`src/bitScanPkg.sv`:
```
package bitScanPkg;

	// operation select, two bits on the input port
	typedef enum logic [1:0] {
		opClo  = 2'd0, // count leading ones
		opClz  = 2'd1, // count leading zeros
		opCls  = 2'd2, // count leading sign bits
		opNorm = 2'd3  // normalize by leading zeros
	} scanOpE;

	// control word that rides along with each operand
	typedef struct packed {
		logic valid;   // real op in this stage
		logic invert;  // complement before detect
		logic signSel; // complement only if msb clear
		logic norm;    // shift left by count
	} scanCtrlT;

	// floor(log2(n)), -1 for n below one
	function automatic int log2Floor(input int n);
		int m;
		int p;
		m = -1;
		p = 1;
		while (p <= n) begin
			m++;
			p = p * 2;
		end
		return m;
	endfunction

	// bits needed for counts 0..width, width itself included
	function automatic int cntWidth(input int width);
		return log2Floor(width) + 1;
	endfunction

endpackage

```
`src/LeadOneDet.sv`:
```
`timescale 1ns/100ps

module LeadOneDet #(
	parameter int width = 8, // operand width
	parameter int speed = 1  // prefix variant
) (
	input  logic [width-1:0] A, // operand
	output logic [width-1:0] Z  // marks first zero below msb run
);

	logic [width-1:0] rev;    // msb moved to bit 0
	logic [width-1:0] revAnd; // prefix and of rev
	logic [width-1:0] run;    // run[i] high while A[width-1:i] all ones

	for (genvar i = 0; i < width; i++) begin : flipIn
		assign rev[i] = A[width-1-i];
	end

	// prefix runs from msb downwards after the flip
	PrefixAnd #(
		.width(width),
		.speed(speed)
	) i_prefixAnd (
		.PI(rev),
		.PO(revAnd)
	);

	for (genvar i = 0; i < width; i++) begin : flipOut
		assign run[i] = revAnd[width-1-i];
	end

	// a zero bit whose upper neighbours are all ones
	assign Z[width-1]   = ~A[width-1];
	assign Z[width-2:0] = run[width-1:1] & ~A[width-2:0]; // all ones gives zero
	// e.g. 111010 -> 000100

endmodule

```
`src/PrefixAnd.sv`:
```
`timescale 1ns/100ps

module PrefixAnd #(
	parameter int width = 8, // word width
	parameter int speed = 1  // 0 serial, 1 brent-kung, 2 sklansky
) (
	input  logic [width-1:0] PI, // propagate in
	output logic [width-1:0] PO  // PO[i] = &PI[i:0]
);

	localparam int m = $clog2(width); // tree depth

	if (speed == 2) begin : fastPrefix
		// sklansky, m levels, high fanout at the group tops
		logic [width-1:0] lvl;

		always_comb begin
			lvl = PI;
			for (int l = 1; l <= m; l++) begin
				for (int i = 0; i < width; i++) begin
					// upper half of each 2^l group takes the lower half's top bit
					if ((i % (1 << l)) >= (1 << (l - 1))) begin
						lvl[i] = lvl[i] & lvl[((i >> l) << l) + (1 << (l - 1)) - 1];
					end
				end
			end
			PO = lvl;
		end
	end else if (speed == 1) begin : mediumPrefix
		// brent-kung, 2m-1 levels, fanout of two
		logic [width-1:0] lvl;

		always_comb begin
			lvl = PI;
			// up sweep builds block tops at 2^l-1
			for (int l = 1; l <= m; l++) begin
				for (int i = 0; i < width; i++) begin
					if (((i + 1) % (1 << l)) == 0) begin
						lvl[i] = lvl[i] & lvl[i - (1 << (l - 1))];
					end
				end
			end
			// down sweep fills in the midpoints
			for (int l = m - 1; l >= 1; l--) begin
				for (int i = 1 << l; i < width; i++) begin
					if (((i + 1) % (1 << l)) == (1 << (l - 1))) begin
						lvl[i] = lvl[i] & lvl[i - (1 << (l - 1))]; // source is a finished top
					end
				end
			end
			PO = lvl;
		end
	end else begin : slowPrefix
		// ripple chain, width-1 gates deep
		logic [width-1:0] chain;

		always_comb begin
			chain = PI;
			for (int i = 1; i < width; i++) begin
				chain[i] = chain[i] & chain[i-1];
			end
			PO = chain;
		end
	end

endmodule

```
`src/bitScanTop.sv`:
```
`timescale 1ns/100ps

module bitScanTop #(
	parameter int width = 32, // operand width
	parameter int speed = 1   // prefix variant, 0..2
) (
	input  logic                                   clk,
	input  logic                                   rstN,
	input  logic                                   inValid,
	input  bitScanPkg::scanOpE                     inOp,
	input  logic [width-1:0]                       inData,
	output logic                                   outValid,
	output logic [bitScanPkg::cntWidth(width)-1:0] outCount,
	output logic [width-1:0]                       outData,
	output logic                                   outAllSame
);

	import bitScanPkg::*;

	scanCtrlT                   decCtrl;  // decode -> execute
	logic [width-1:0]           decData;
	scanCtrlT                   exeCtrl;  // execute -> result
	logic [width-1:0]           exeData;
	logic [cntWidth(width)-1:0] exeCount;

	scanDecode #(
		.width(width)
	) i_decode (
		.clk    (clk),
		.rstN   (rstN),
		.inValid(inValid),
		.inOp   (inOp),
		.inData (inData),
		.ctrl   (decCtrl),
		.data   (decData)
	);

	scanExecute #(
		.width(width),
		.speed(speed)
	) i_execute (
		.clk    (clk),
		.rstN   (rstN),
		.ctrlIn (decCtrl),
		.dataIn (decData),
		.ctrlOut(exeCtrl),
		.dataOut(exeData),
		.count  (exeCount)
	);

	scanResult #(
		.width(width)
	) i_result (
		.clk       (clk),
		.rstN      (rstN),
		.ctrl      (exeCtrl),
		.data      (exeData),
		.count     (exeCount),
		.outValid  (outValid),
		.outCount  (outCount),
		.outData   (outData),
		.outAllSame(outAllSame)
	);

endmodule

```
`src/scanDecode.sv`:
```
`timescale 1ns/100ps

module scanDecode #(
	parameter int width = 32
) (
	input  logic                 clk,
	input  logic                 rstN,
	input  logic                 inValid, // op strobe
	input  bitScanPkg::scanOpE   inOp,
	input  logic [width-1:0]     inData,
	output bitScanPkg::scanCtrlT ctrl,
	output logic [width-1:0]     data
);

	import bitScanPkg::*;

	scanCtrlT dec; // next control word

	always_comb begin
		dec = '0;
		dec.valid = inValid;
		unique case (inOp)
			opClo:  dec.invert = 1'b0; // ones counted as is
			opClz:  dec.invert = 1'b1;
			opCls:  dec.signSel = 1'b1; // flip follows the msb
			opNorm: begin
				dec.invert = 1'b1; // zeros to shift out
				dec.norm   = 1'b1;
			end
			default: dec = '0;
		endcase
	end

	always_ff @(posedge clk) begin
		if (!rstN) begin
			ctrl <= '0;
		end else begin
			ctrl <= dec;
		end
	end

	always_ff @(posedge clk) begin
		data <= inData; // payload, don't care when not valid
	end

	// opcode must be known whenever it is strobed in
	assert property (@(posedge clk) disable iff (!rstN) inValid |-> !$isunknown(inOp));

endmodule

```
`src/scanExecute.sv`:
```
`timescale 1ns/100ps

module scanExecute #(
	parameter int width = 32,
	parameter int speed = 1
) (
	input  logic                                     clk,
	input  logic                                     rstN,
	input  bitScanPkg::scanCtrlT                     ctrlIn,
	input  logic [width-1:0]                         dataIn,
	output bitScanPkg::scanCtrlT                     ctrlOut,
	output logic [width-1:0]                         dataOut,
	output logic [bitScanPkg::cntWidth(width)-1:0]   count
);

	import bitScanPkg::*;

	localparam int cntW = cntWidth(width);

	logic             flip;   // complement operand
	logic [width-1:0] cond;   // counted bits are ones here
	logic [width-1:0] marker; // one-hot first zero
	logic [cntW-1:0]  cnt;    // encoded run length

	// cls flips negative-free operands so the sign run is ones
	assign flip = ctrlIn.invert | (ctrlIn.signSel & ~dataIn[width-1]);
	assign cond = dataIn ^ {width{flip}};

	LeadOneDet #(
		.width(width),
		.speed(speed)
	) i_leadOneDet (
		.A(cond),
		.Z(marker)
	);

	// marker at bit i means width-1-i ones above it
	always_comb begin
		cnt = cntW'(width); // no marker, whole word matches
		for (int i = 0; i < width; i++) begin
			if (marker[i]) begin
				cnt = cntW'(width - 1 - i);
			end
		end
	end

	always_ff @(posedge clk) begin
		if (!rstN) begin
			ctrlOut <= '0;
		end else begin
			ctrlOut <= ctrlIn;
		end
	end

	always_ff @(posedge clk) begin
		dataOut <= dataIn; // original operand, not cond
		count   <= cnt;
	end

	// encoder relies on at most one marker bit
	assert property (@(posedge clk) disable iff (!rstN) ctrlIn.valid |-> $onehot0(marker));

endmodule

```
`src/scanResult.sv`:
```
`timescale 1ns/100ps

module scanResult #(
	parameter int width = 32
) (
	input  logic                                   clk,
	input  logic                                   rstN,
	input  bitScanPkg::scanCtrlT                   ctrl,
	input  logic [width-1:0]                       data,
	input  logic [bitScanPkg::cntWidth(width)-1:0] count,
	output logic                                   outValid,
	output logic [bitScanPkg::cntWidth(width)-1:0] outCount,
	output logic [width-1:0]                       outData,
	output logic                                   outAllSame
);

	import bitScanPkg::*;

	localparam int cntW = cntWidth(width);

	logic [width-1:0] shifted; // normalized or passthrough
	logic             allSame; // whole word counted

	assign shifted = ctrl.norm ? (data << count) : data; // zero fill from lsb
	assign allSame = (count == cntW'(width));

	always_ff @(posedge clk) begin
		if (!rstN) begin
			outValid <= 1'b0;
		end else begin
			outValid <= ctrl.valid;
		end
	end

	always_ff @(posedge clk) begin
		outCount   <= count;
		outData    <= shifted;
		outAllSame <= allSame;
	end

	// count from execute never runs past the word
	assert property (@(posedge clk) disable iff (!rstN) outValid |-> outCount <= cntW'(width));

endmodule
```
`config.mk`:
```
export PLATFORM = sky130hd
export DESIGN_NAME = bitScanTop
export DESIGN_NICKNAME = d
export VERILOG_FILES = /design/src/bitScanPkg.sv /design/src/LeadOneDet.sv /design/src/PrefixAnd.sv /design/src/bitScanTop.sv /design/src/scanDecode.sv /design/src/scanExecute.sv /design/src/scanResult.sv
export SDC_FILE = /design/constraint.sdc
export NUM_CORES = 1
export LEC_CHECK = 0
export ABC_AREA = 0
export BUFFER_PORTS_ARGS = -buffer_cell sky130_fd_sc_hd__buf_2
export CORE_MARGIN = 1
export CORE_UTILIZATION = 30
export CTS_CLUSTER_DIAMETER = 50
export DETAILED_ROUTE_END_ITERATION = 12
export SETUP_SLACK_MARGIN = 0.3
export SYNTH_ARGS = -nofsm -noshare
export SYNTH_HDL_FRONTEND = slang
export SYNTH_SLANG_ARGS = --single-unit
```
`constraint.sdc`:
```
create_clock -name clk -period 4.8 [get_ports clk]
set_input_delay 0.48 -clock clk [delete_from_list [all_inputs] [get_ports clk]]
set_output_delay 0.48 -clock clk [all_outputs]
set_load 0.01 [all_outputs]
```
==> impl_metrics.json, run 1 <==
{
  "syn_avg_cell_area_um2": 10.3,
  "tightest_slew_ns": 1.05,
  "overflow": 0,
  "synth_area_leader_cell": "dfxtp_1",
  "cts_tree": "done",
  "avgViaCountPerCell": 5.43,
  "clkSinkCount": 116,
  "peakVddDrop_mv": 0.254,
  "synth_ff_type": "dfxtp_1",
  "worstRegToRegCells": 4,
  "power_switching_w": 0.000693,
  "crit_path_cell_trace": "mux4_1, mux2_2, o21ai_0, o21ai_0",
  "yosys-top-cells-area": "dfxtp_1 45%, mux4_2 7.9%, mux2i_1 5.6%",
  "relSlewSlack": 0.296,
  "clock_path_buffers": 2,
  "n_antenna_cell": 0,
  "crit_end": "i_result.outData[29]$_DFF_P_",
  "layout_commonest_cell": "dfxtp_1",
  "p_seq_frac": 0.415,
  "htreeDepth": 4,
  "timing.rr.end": "i_result.outData[29]$_DFF_P_",
  "core_area_mm2": 0.0166,
  "required_ns": 5.07,
  "fin_crit_sh": 0.583,
  "min_from": "inData[25]",
  "setup_viol": 0,
  "cp.arrival_ns": 3.07,
  "outcome": "finished clean",
  "clock_latency_ns": 0.42,
  "combPwrFrac": 0.114,
  "cp-start-kind": "flip-flop",
  "clk_pin_slew_worst_paths_ns": 0.06,
  "num_rows": 47,
  "die_x_um": 133,
  "via_count": 4362,
  "portBuffers": 76,
  "placed_cells": 771,
  "post-route-min-period_ns": 2.80,
  "cp_slowest_cell": "dfxtp_2",
  "ant_nets": 0,
  "synthAdderAreaFrac": 0,
  "mostFrequentLayoutCells": "115 x dfxtp_1, 76 x buf_2, 44 x nor2_1, 34 x nand2_1, 29 x mux2i_1",
  "hp-class": "in -> reg",
  "setup_tns_ns": 0,
  "cts-resized-gates": 0,
  "hold_viol_final": 0,
  "numCtsBuffers": 17,
  "synth_seq_area_share": 0.452,
  "synth-edff-count": 0,
  "synth_top_area_share": 0.452,
  "drv_cap": 0,
  "synth-simple-area-share": 0.159,
  "postCtsSetupRepairBufs": 0,
  "power_leakage_nw": 2.43,
  "clockPowerShare": 0.471,
  "synth_top_family_by_area": "multiplexers",
  "drive_above_1_share": 0.252,
  "rsz0062_at_grt": "no",
  "grt_pass1_vias": 4098,
  "dp_hpwl_mm": 11.0,
  "hold_buffers": 0,
  "grt_max_degree": 38,
  "max_freq_mhz": 357,
  "synth_warnings": 0,
  "crit_type": "reg -> reg",
  "start_util": 0.309,
  "cp_max_fo": 37,
  "fin_skew_ns": 0.0107,
  "fin_nets": 607,
  "syn_inst": 501,
  "final-max-slew-violation-count": 0,
  "die-area_mm2": 0.0177,
  "critPathMaxStageDelay_ns": 1.00,
  "whs_ns": 0.159,
  "fin_cells": 803,
  "swShare": 0.262,
  "post-route-drc-count": 0,
  "firstDrtPassIters": 5,
  "drt_iter0_drc": 413,
  "avgRoutedWirePerCell_um": 18.5,
  "ios": 77,
  "synth-compound-area-share": 0.159,
  "p_int_w": 0.00195,
  "wirelength_mm": 14.8,
  "power_density_mw_per_mm2": 422,
  "crit_top_cell": "o21ai_0",
  "grt_pass1_wl_mm": 22.7,
  "grtUsageTotal": 0.171,
  "synth-seq-cells": 116,
  "syn_area_mm2": 0.00514,
  "grt_antenna_before_repair": 0,
  "synth_xor_area_frac": 0,
  "place_congestion": 0.876,
  "syn_to_final_growth_pct": 21.9,
  "synth_nets": 538,
  "crit_start": "i_execute.count[0]$_SDFF_PP0_",
  "die_h_um": 133,
  "rrSetupSlack_ns": 2.00,
  "yosysUniqueCellTypes": 59,
  "root_buffer": "clkbuf_16",
  "critPathCaptureType": "flip-flop",
  "post_synth_mux_area_share": 0.190,
  "rr_startpoint": "i_execute.count[0]$_SDFF_PP0_",
  "synth-async-reset-ratio": 0
}
-- cells by family (layout without fill, tap and decap cells) --
logic type | after synthesis | after routing
compound gates | 118 | 118
buf+inv | 43 | 125
flops | 116 | 116
mux | 64 | 64
simple gates | 160 | 160
-- routing by layer --
layer	vias up	wire length (µm)	GRT usage
li1	2047	-	-
met1	2034	6390	0.219
met2	247	6770	0.258
met3	34	1240	0.0636
met4	0	437	0.0702
met5	-	0	0
-- per-stage QoR --
stage / cell area, µm² / total power, W / utilization / setup WS, ns
3_5_place_dp: 5670 / 0.00141 / 0.341 / 2.04
3_3_place_gp: 5670 / 0.00141 / 0.341 / 1.99
6_report: 6260 / 0.00264 / 0.376 / 2.00
2_1_floorplan: 5140 / 0.00131 / - / 3.02
5_1_grt: 6260 / 0.00275 / 0.376 / 1.89
4_1_cts: 6260 / 0.00267 / 0.376 / 2.02
-- layout make-up --
type	count	area [µm²]
fillers	1661	10400
multi-input cells	342	2610
flip-flops and latches	116	2320
clock buffers	18	439
repair buffers	80	410
well taps	220	275
clock inverters	14	155
inverters	13	48.8
-- worst max-delay path, delay by kind of cell, from the launching register on --
kind            cells  cell delay, ns
mux                 2            1.03
flops               1            1.00
compound gates      2            0.62
-- power groups by stage --
stage / combinational, W / clock, W / sequential (W)
after floorplan: 0.000226 / 0 / 0.00108
after global placement: 0.000298 / 0 / 0.00111
after detailed placement: 0.000298 / 0 / 0.00112
after CTS: 0.000299 / 0.00127 / 0.00109
after global routing: 0.000325 / 0.00132 / 0.00110
final: 0.000302 / 0.00124 / 0.00110
-- registers in the layout, summed over array words and instances (netlist names) --
name	flops
i_decode.ctrl	4
i_result.outValid	1
i_execute.dataOut	32
i_result.outAllSame	1
i_result.outData	32
i_execute.count	6
i_result.outCount	6
i_decode.data	32
i_execute.ctrlOut	2
-- worst min path at each step --
stage                                          to  slack (ns)  cells past startpoint
floorplan           i_execute.dataOut[13]$_DFF_P_        0.33                      0
global placement    i_execute.dataOut[19]$_DFF_P_        0.38                      0
detailed placement  i_execute.dataOut[19]$_DFF_P_        0.40                      0
CTS                     i_decode.data[25]$_DFF_P_        0.14                      1
global route            i_decode.data[23]$_DFF_P_        0.13                      1
finish                  i_decode.data[25]$_DFF_P_        0.16                      1
-- Yosys cell counts, types with 3 or more instances --
library cell	n
o2bb2ai_1	12
clkbuf_1	12
mux2_2	11
nor4_1	5
buf_1	3
o21ai_0	18
nand4_1	12
nor2_1	44
a22o_1	3
o21ai_1	3
mux4_1	6
mux4_2	18
nor3b_1	4
a21oi_1	28
buf_2	11
and2_1	7
and3_1	7
nand2b_1	9
mux2i_1	29
dfxtp_1	116
o22ai_1	5
nand2_1	34
a221oi_1	4
nor2b_1	9
nor3_1	10
a32oi_1	3
a211oi_1	4
a31oi_1	5
nand3_1	5
inv_1	13
o221ai_1	13
(Power assumes the default switching activity.)
==> inputs of run 2 (changes only) <==
- clock period: 4.8 -> 2.3 ns (I/O delays scaled with it)
==> run 2 against run 1 <==
Against the previous run:
- combinational power increased to 2.7 times the previous value
- critical path type unchanged
- hold slack got worse by 0.14 ns
- flip-flop and latch count unchanged
- final area increased by 12%
- clock power increased by 130%
==> impl_metrics.json, run 2 (synthesis gave the netlist of run 1 again) <==
{
  "relSlewSlack": 0.550,
  "power_leakage_nw": 2.78,
  "fin_area_mm2": 0.00700,
  "multiInputGateArea_mm2": 0.00269,
  "post-route-min-period_ns": 1.96,
  "start_util": 0.309,
  "min_from": "inValid",
  "cp_max_fo": 6,
  "cts_tree": "done",
  "outcome": "finished clean",
  "setup_tns_ns": 0,
  "drt_iter0_drc": 362,
  "ios": 77,
  "place_congestion": 0.958,
  "fillers": 1592,
  "setup_viol": 0,
  "rr_startpoint": "i_execute.count[0]$_SDFF_PP0_",
  "dp_hpwl_mm": 11.6,
  "fin_crit_sh": 0.852,
  "worstRegToRegCells": 6,
  "root_buffer": "clkbuf_16",
  "rrSetupSlack_ns": 0.34,
  "whs_path_depth": 2,
  "ant_nets": 0,
  "reg_top3": "i_decode.data (32), i_execute.dataOut (32), i_result.outData (32)",
  "fin_skew_ns": 0.0136,
  "total_power_w": 0.00591,
  "hold_viol_final": 0,
  "post-route-drc-count": 0,
  "critPathCaptureType": "flip-flop",
  "final-max-slew-violation-count": 0,
  "dp_slack_ns": -0.0600,
  "grt_pass1_wl_mm": 23.5,
  "required_ns": 2.60,
  "fin_nets": 666,
  "syn_to_final_growth_pct": 36.3,
  "timing.rr.end": "i_result.outData[25]$_DFF_P_",
  "grt_pass1_vias": 4204,
  "clk_pin_slew_worst_paths_ns": 0.06,
  "numCtsBuffers": 17,
  "cp-start-kind": "flip-flop",
  "htreeDepth": 4,
  "clock_latency_ns": 0.42,
  "layout_commonest_cell": "dfxtp_1",
  "max_freq_mhz": 511,
  "overflow": 0,
  "core_area_mm2": 0.0166,
  "avgRoutedWirePerCell_um": 18.2,
  "via_count": 4555,
  "hp-class": "in -> reg",
  "timing.final.ws_setup_ns": 0.341,
  "portBuffers": 76,
  "rsz0062_at_grt": "yes",
  "grt_antenna_before_repair": 0,
  "clkSinkCount": 116,
  "cp.arrival_ns": 2.25,
  "peakVddDrop_mv": 0.501,
  "grt_max_degree": 34,
  "hold_path_end": "i_decode.ctrl[3]$_SDFF_PN0_",
  "crit_type": "reg -> reg",
  "placed_cell_area_mm2": 0.00589,
  "clock_path_buffers": 2,
  "p_seq_frac": 0.382,
  "tightest_slew_ns": 0.675,
  "avgViaCountPerCell": 5.29,
  "wirelength_mm": 15.6,
  "p_int_w": 0.00448,
  "firstDrtPassIters": 5,
  "swShare": 0.242,
  "num_rows": 47,
  "power_switching_w": 0.00143,
  "die_x_um": 133,
  "grtUsageTotal": 0.177,
  "die-area_mm2": 0.0177,
  "mostFrequentLayoutCells": "112 x dfxtp_1, 76 x buf_2, 44 x nor2_1, 34 x nand2_1, 33 x dlygate4sd3_1",
  "clockPowerShare": 0.478,
  "n_antenna_cell": 0,
  "drive_above_1_share": 0.289,
  "power_density_mw_per_mm2": 845,
  "combPwrFrac": 0.140,
  "drv_cap": 0,
  "die_h_um": 133,
  "seq_area_mm2": 0.00233
}
==> run 2: cell types whose count changed in the layout (fill, tap and decap cells not counted), sizes merged <==
cell / previous run / this run
bufinv: 2 / 4
clkinvlp: 5 / 0
dlygate4sd3: 0 / 33
clkinv: 5 / 4
clkbuf: 18 / 24
buf: 80 / 105
inv: 15 / 13
==> run 2: final cells by class <==
class / count / share of cell area
tap: 220 / 0.0393
clock buffer: 23 / 0.0697
clock inverter: 8 / 0.0211
sequential: 116 / 0.333
inverter: 13 / 0.00697
multi-input combinational: 342 / 0.385
timing repair buffer: 139 / 0.146
==> run 2: per-layer routing <==
layer	track usage	up-vias	wire length (µm)
li1	-	2151	-
met1	0.227	2157	6920
met2	0.278	215	7250
met3	0.0487	32	1060
met4	0.0766	0	416
met5	0	-	0
==> run 2: worst max-delay path: stages (launching register included) <==
cell      delay [ns]
dfxtp_4         0.40
buf_6           0.14
buf_12          0.12
mux4_2          0.51
mux2_2          0.33
a222oi_1        0.23
nand2_1         0.11
==> run 2: timing repair <==
action                     4_1_cts  5_1_grt
resized for setup                3       24
hold endpoints to repair        33        0
setup endpoints to repair       17       11
pin swaps                        0        1
gates cloned                     0        1
hold buffers                    33        0
buffers inserted                 3        1
==> run 2: how the worst max path moves through the flow <==
stage                                               to                     startpoint  cells past startpoint
after detailed placement  i_result.outData[29]$_DFF_P_  i_execute.count[0]$_SDFF_PP0_                      4
after global placement    i_result.outData[29]$_DFF_P_  i_execute.count[0]$_SDFF_PP0_                      4
final                     i_result.outData[25]$_DFF_P_  i_execute.count[0]$_SDFF_PP0_                      6
after global routing      i_result.outData[30]$_DFF_P_  i_execute.count[0]$_SDFF_PP0_                      6
after CTS                 i_result.outData[29]$_DFF_P_  i_execute.count[0]$_SDFF_PP0_                      6
after floorplan           i_result.outData[25]$_DFF_P_  i_execute.count[0]$_SDFF_PP0_                      6
==> run 2: power groups by stage <==
stage / combinational [W] / sequential (W) / clock, W
final: 0.000825 / 0.00226 / 0.00283
after global routing: 0.000886 / 0.00227 / 0.00298
after CTS: 0.000774 / 0.00226 / 0.00289
after detailed placement: 0.000716 / 0.00230 / 0
after global placement: 0.000718 / 0.00230 / 0
after floorplan: 0.000472 / 0.00226 / 0
==> run 2: per-stage QoR <==
stage,hold WS [ns],util,std cells
after floorplan,0.258,-,501
after global placement,0.334,0.354,792
after detailed placement,0.334,0.354,792
after CTS,0.000710,0.414,859
after global routing,0.00124,0.421,861
final,0.0226,0.421,861
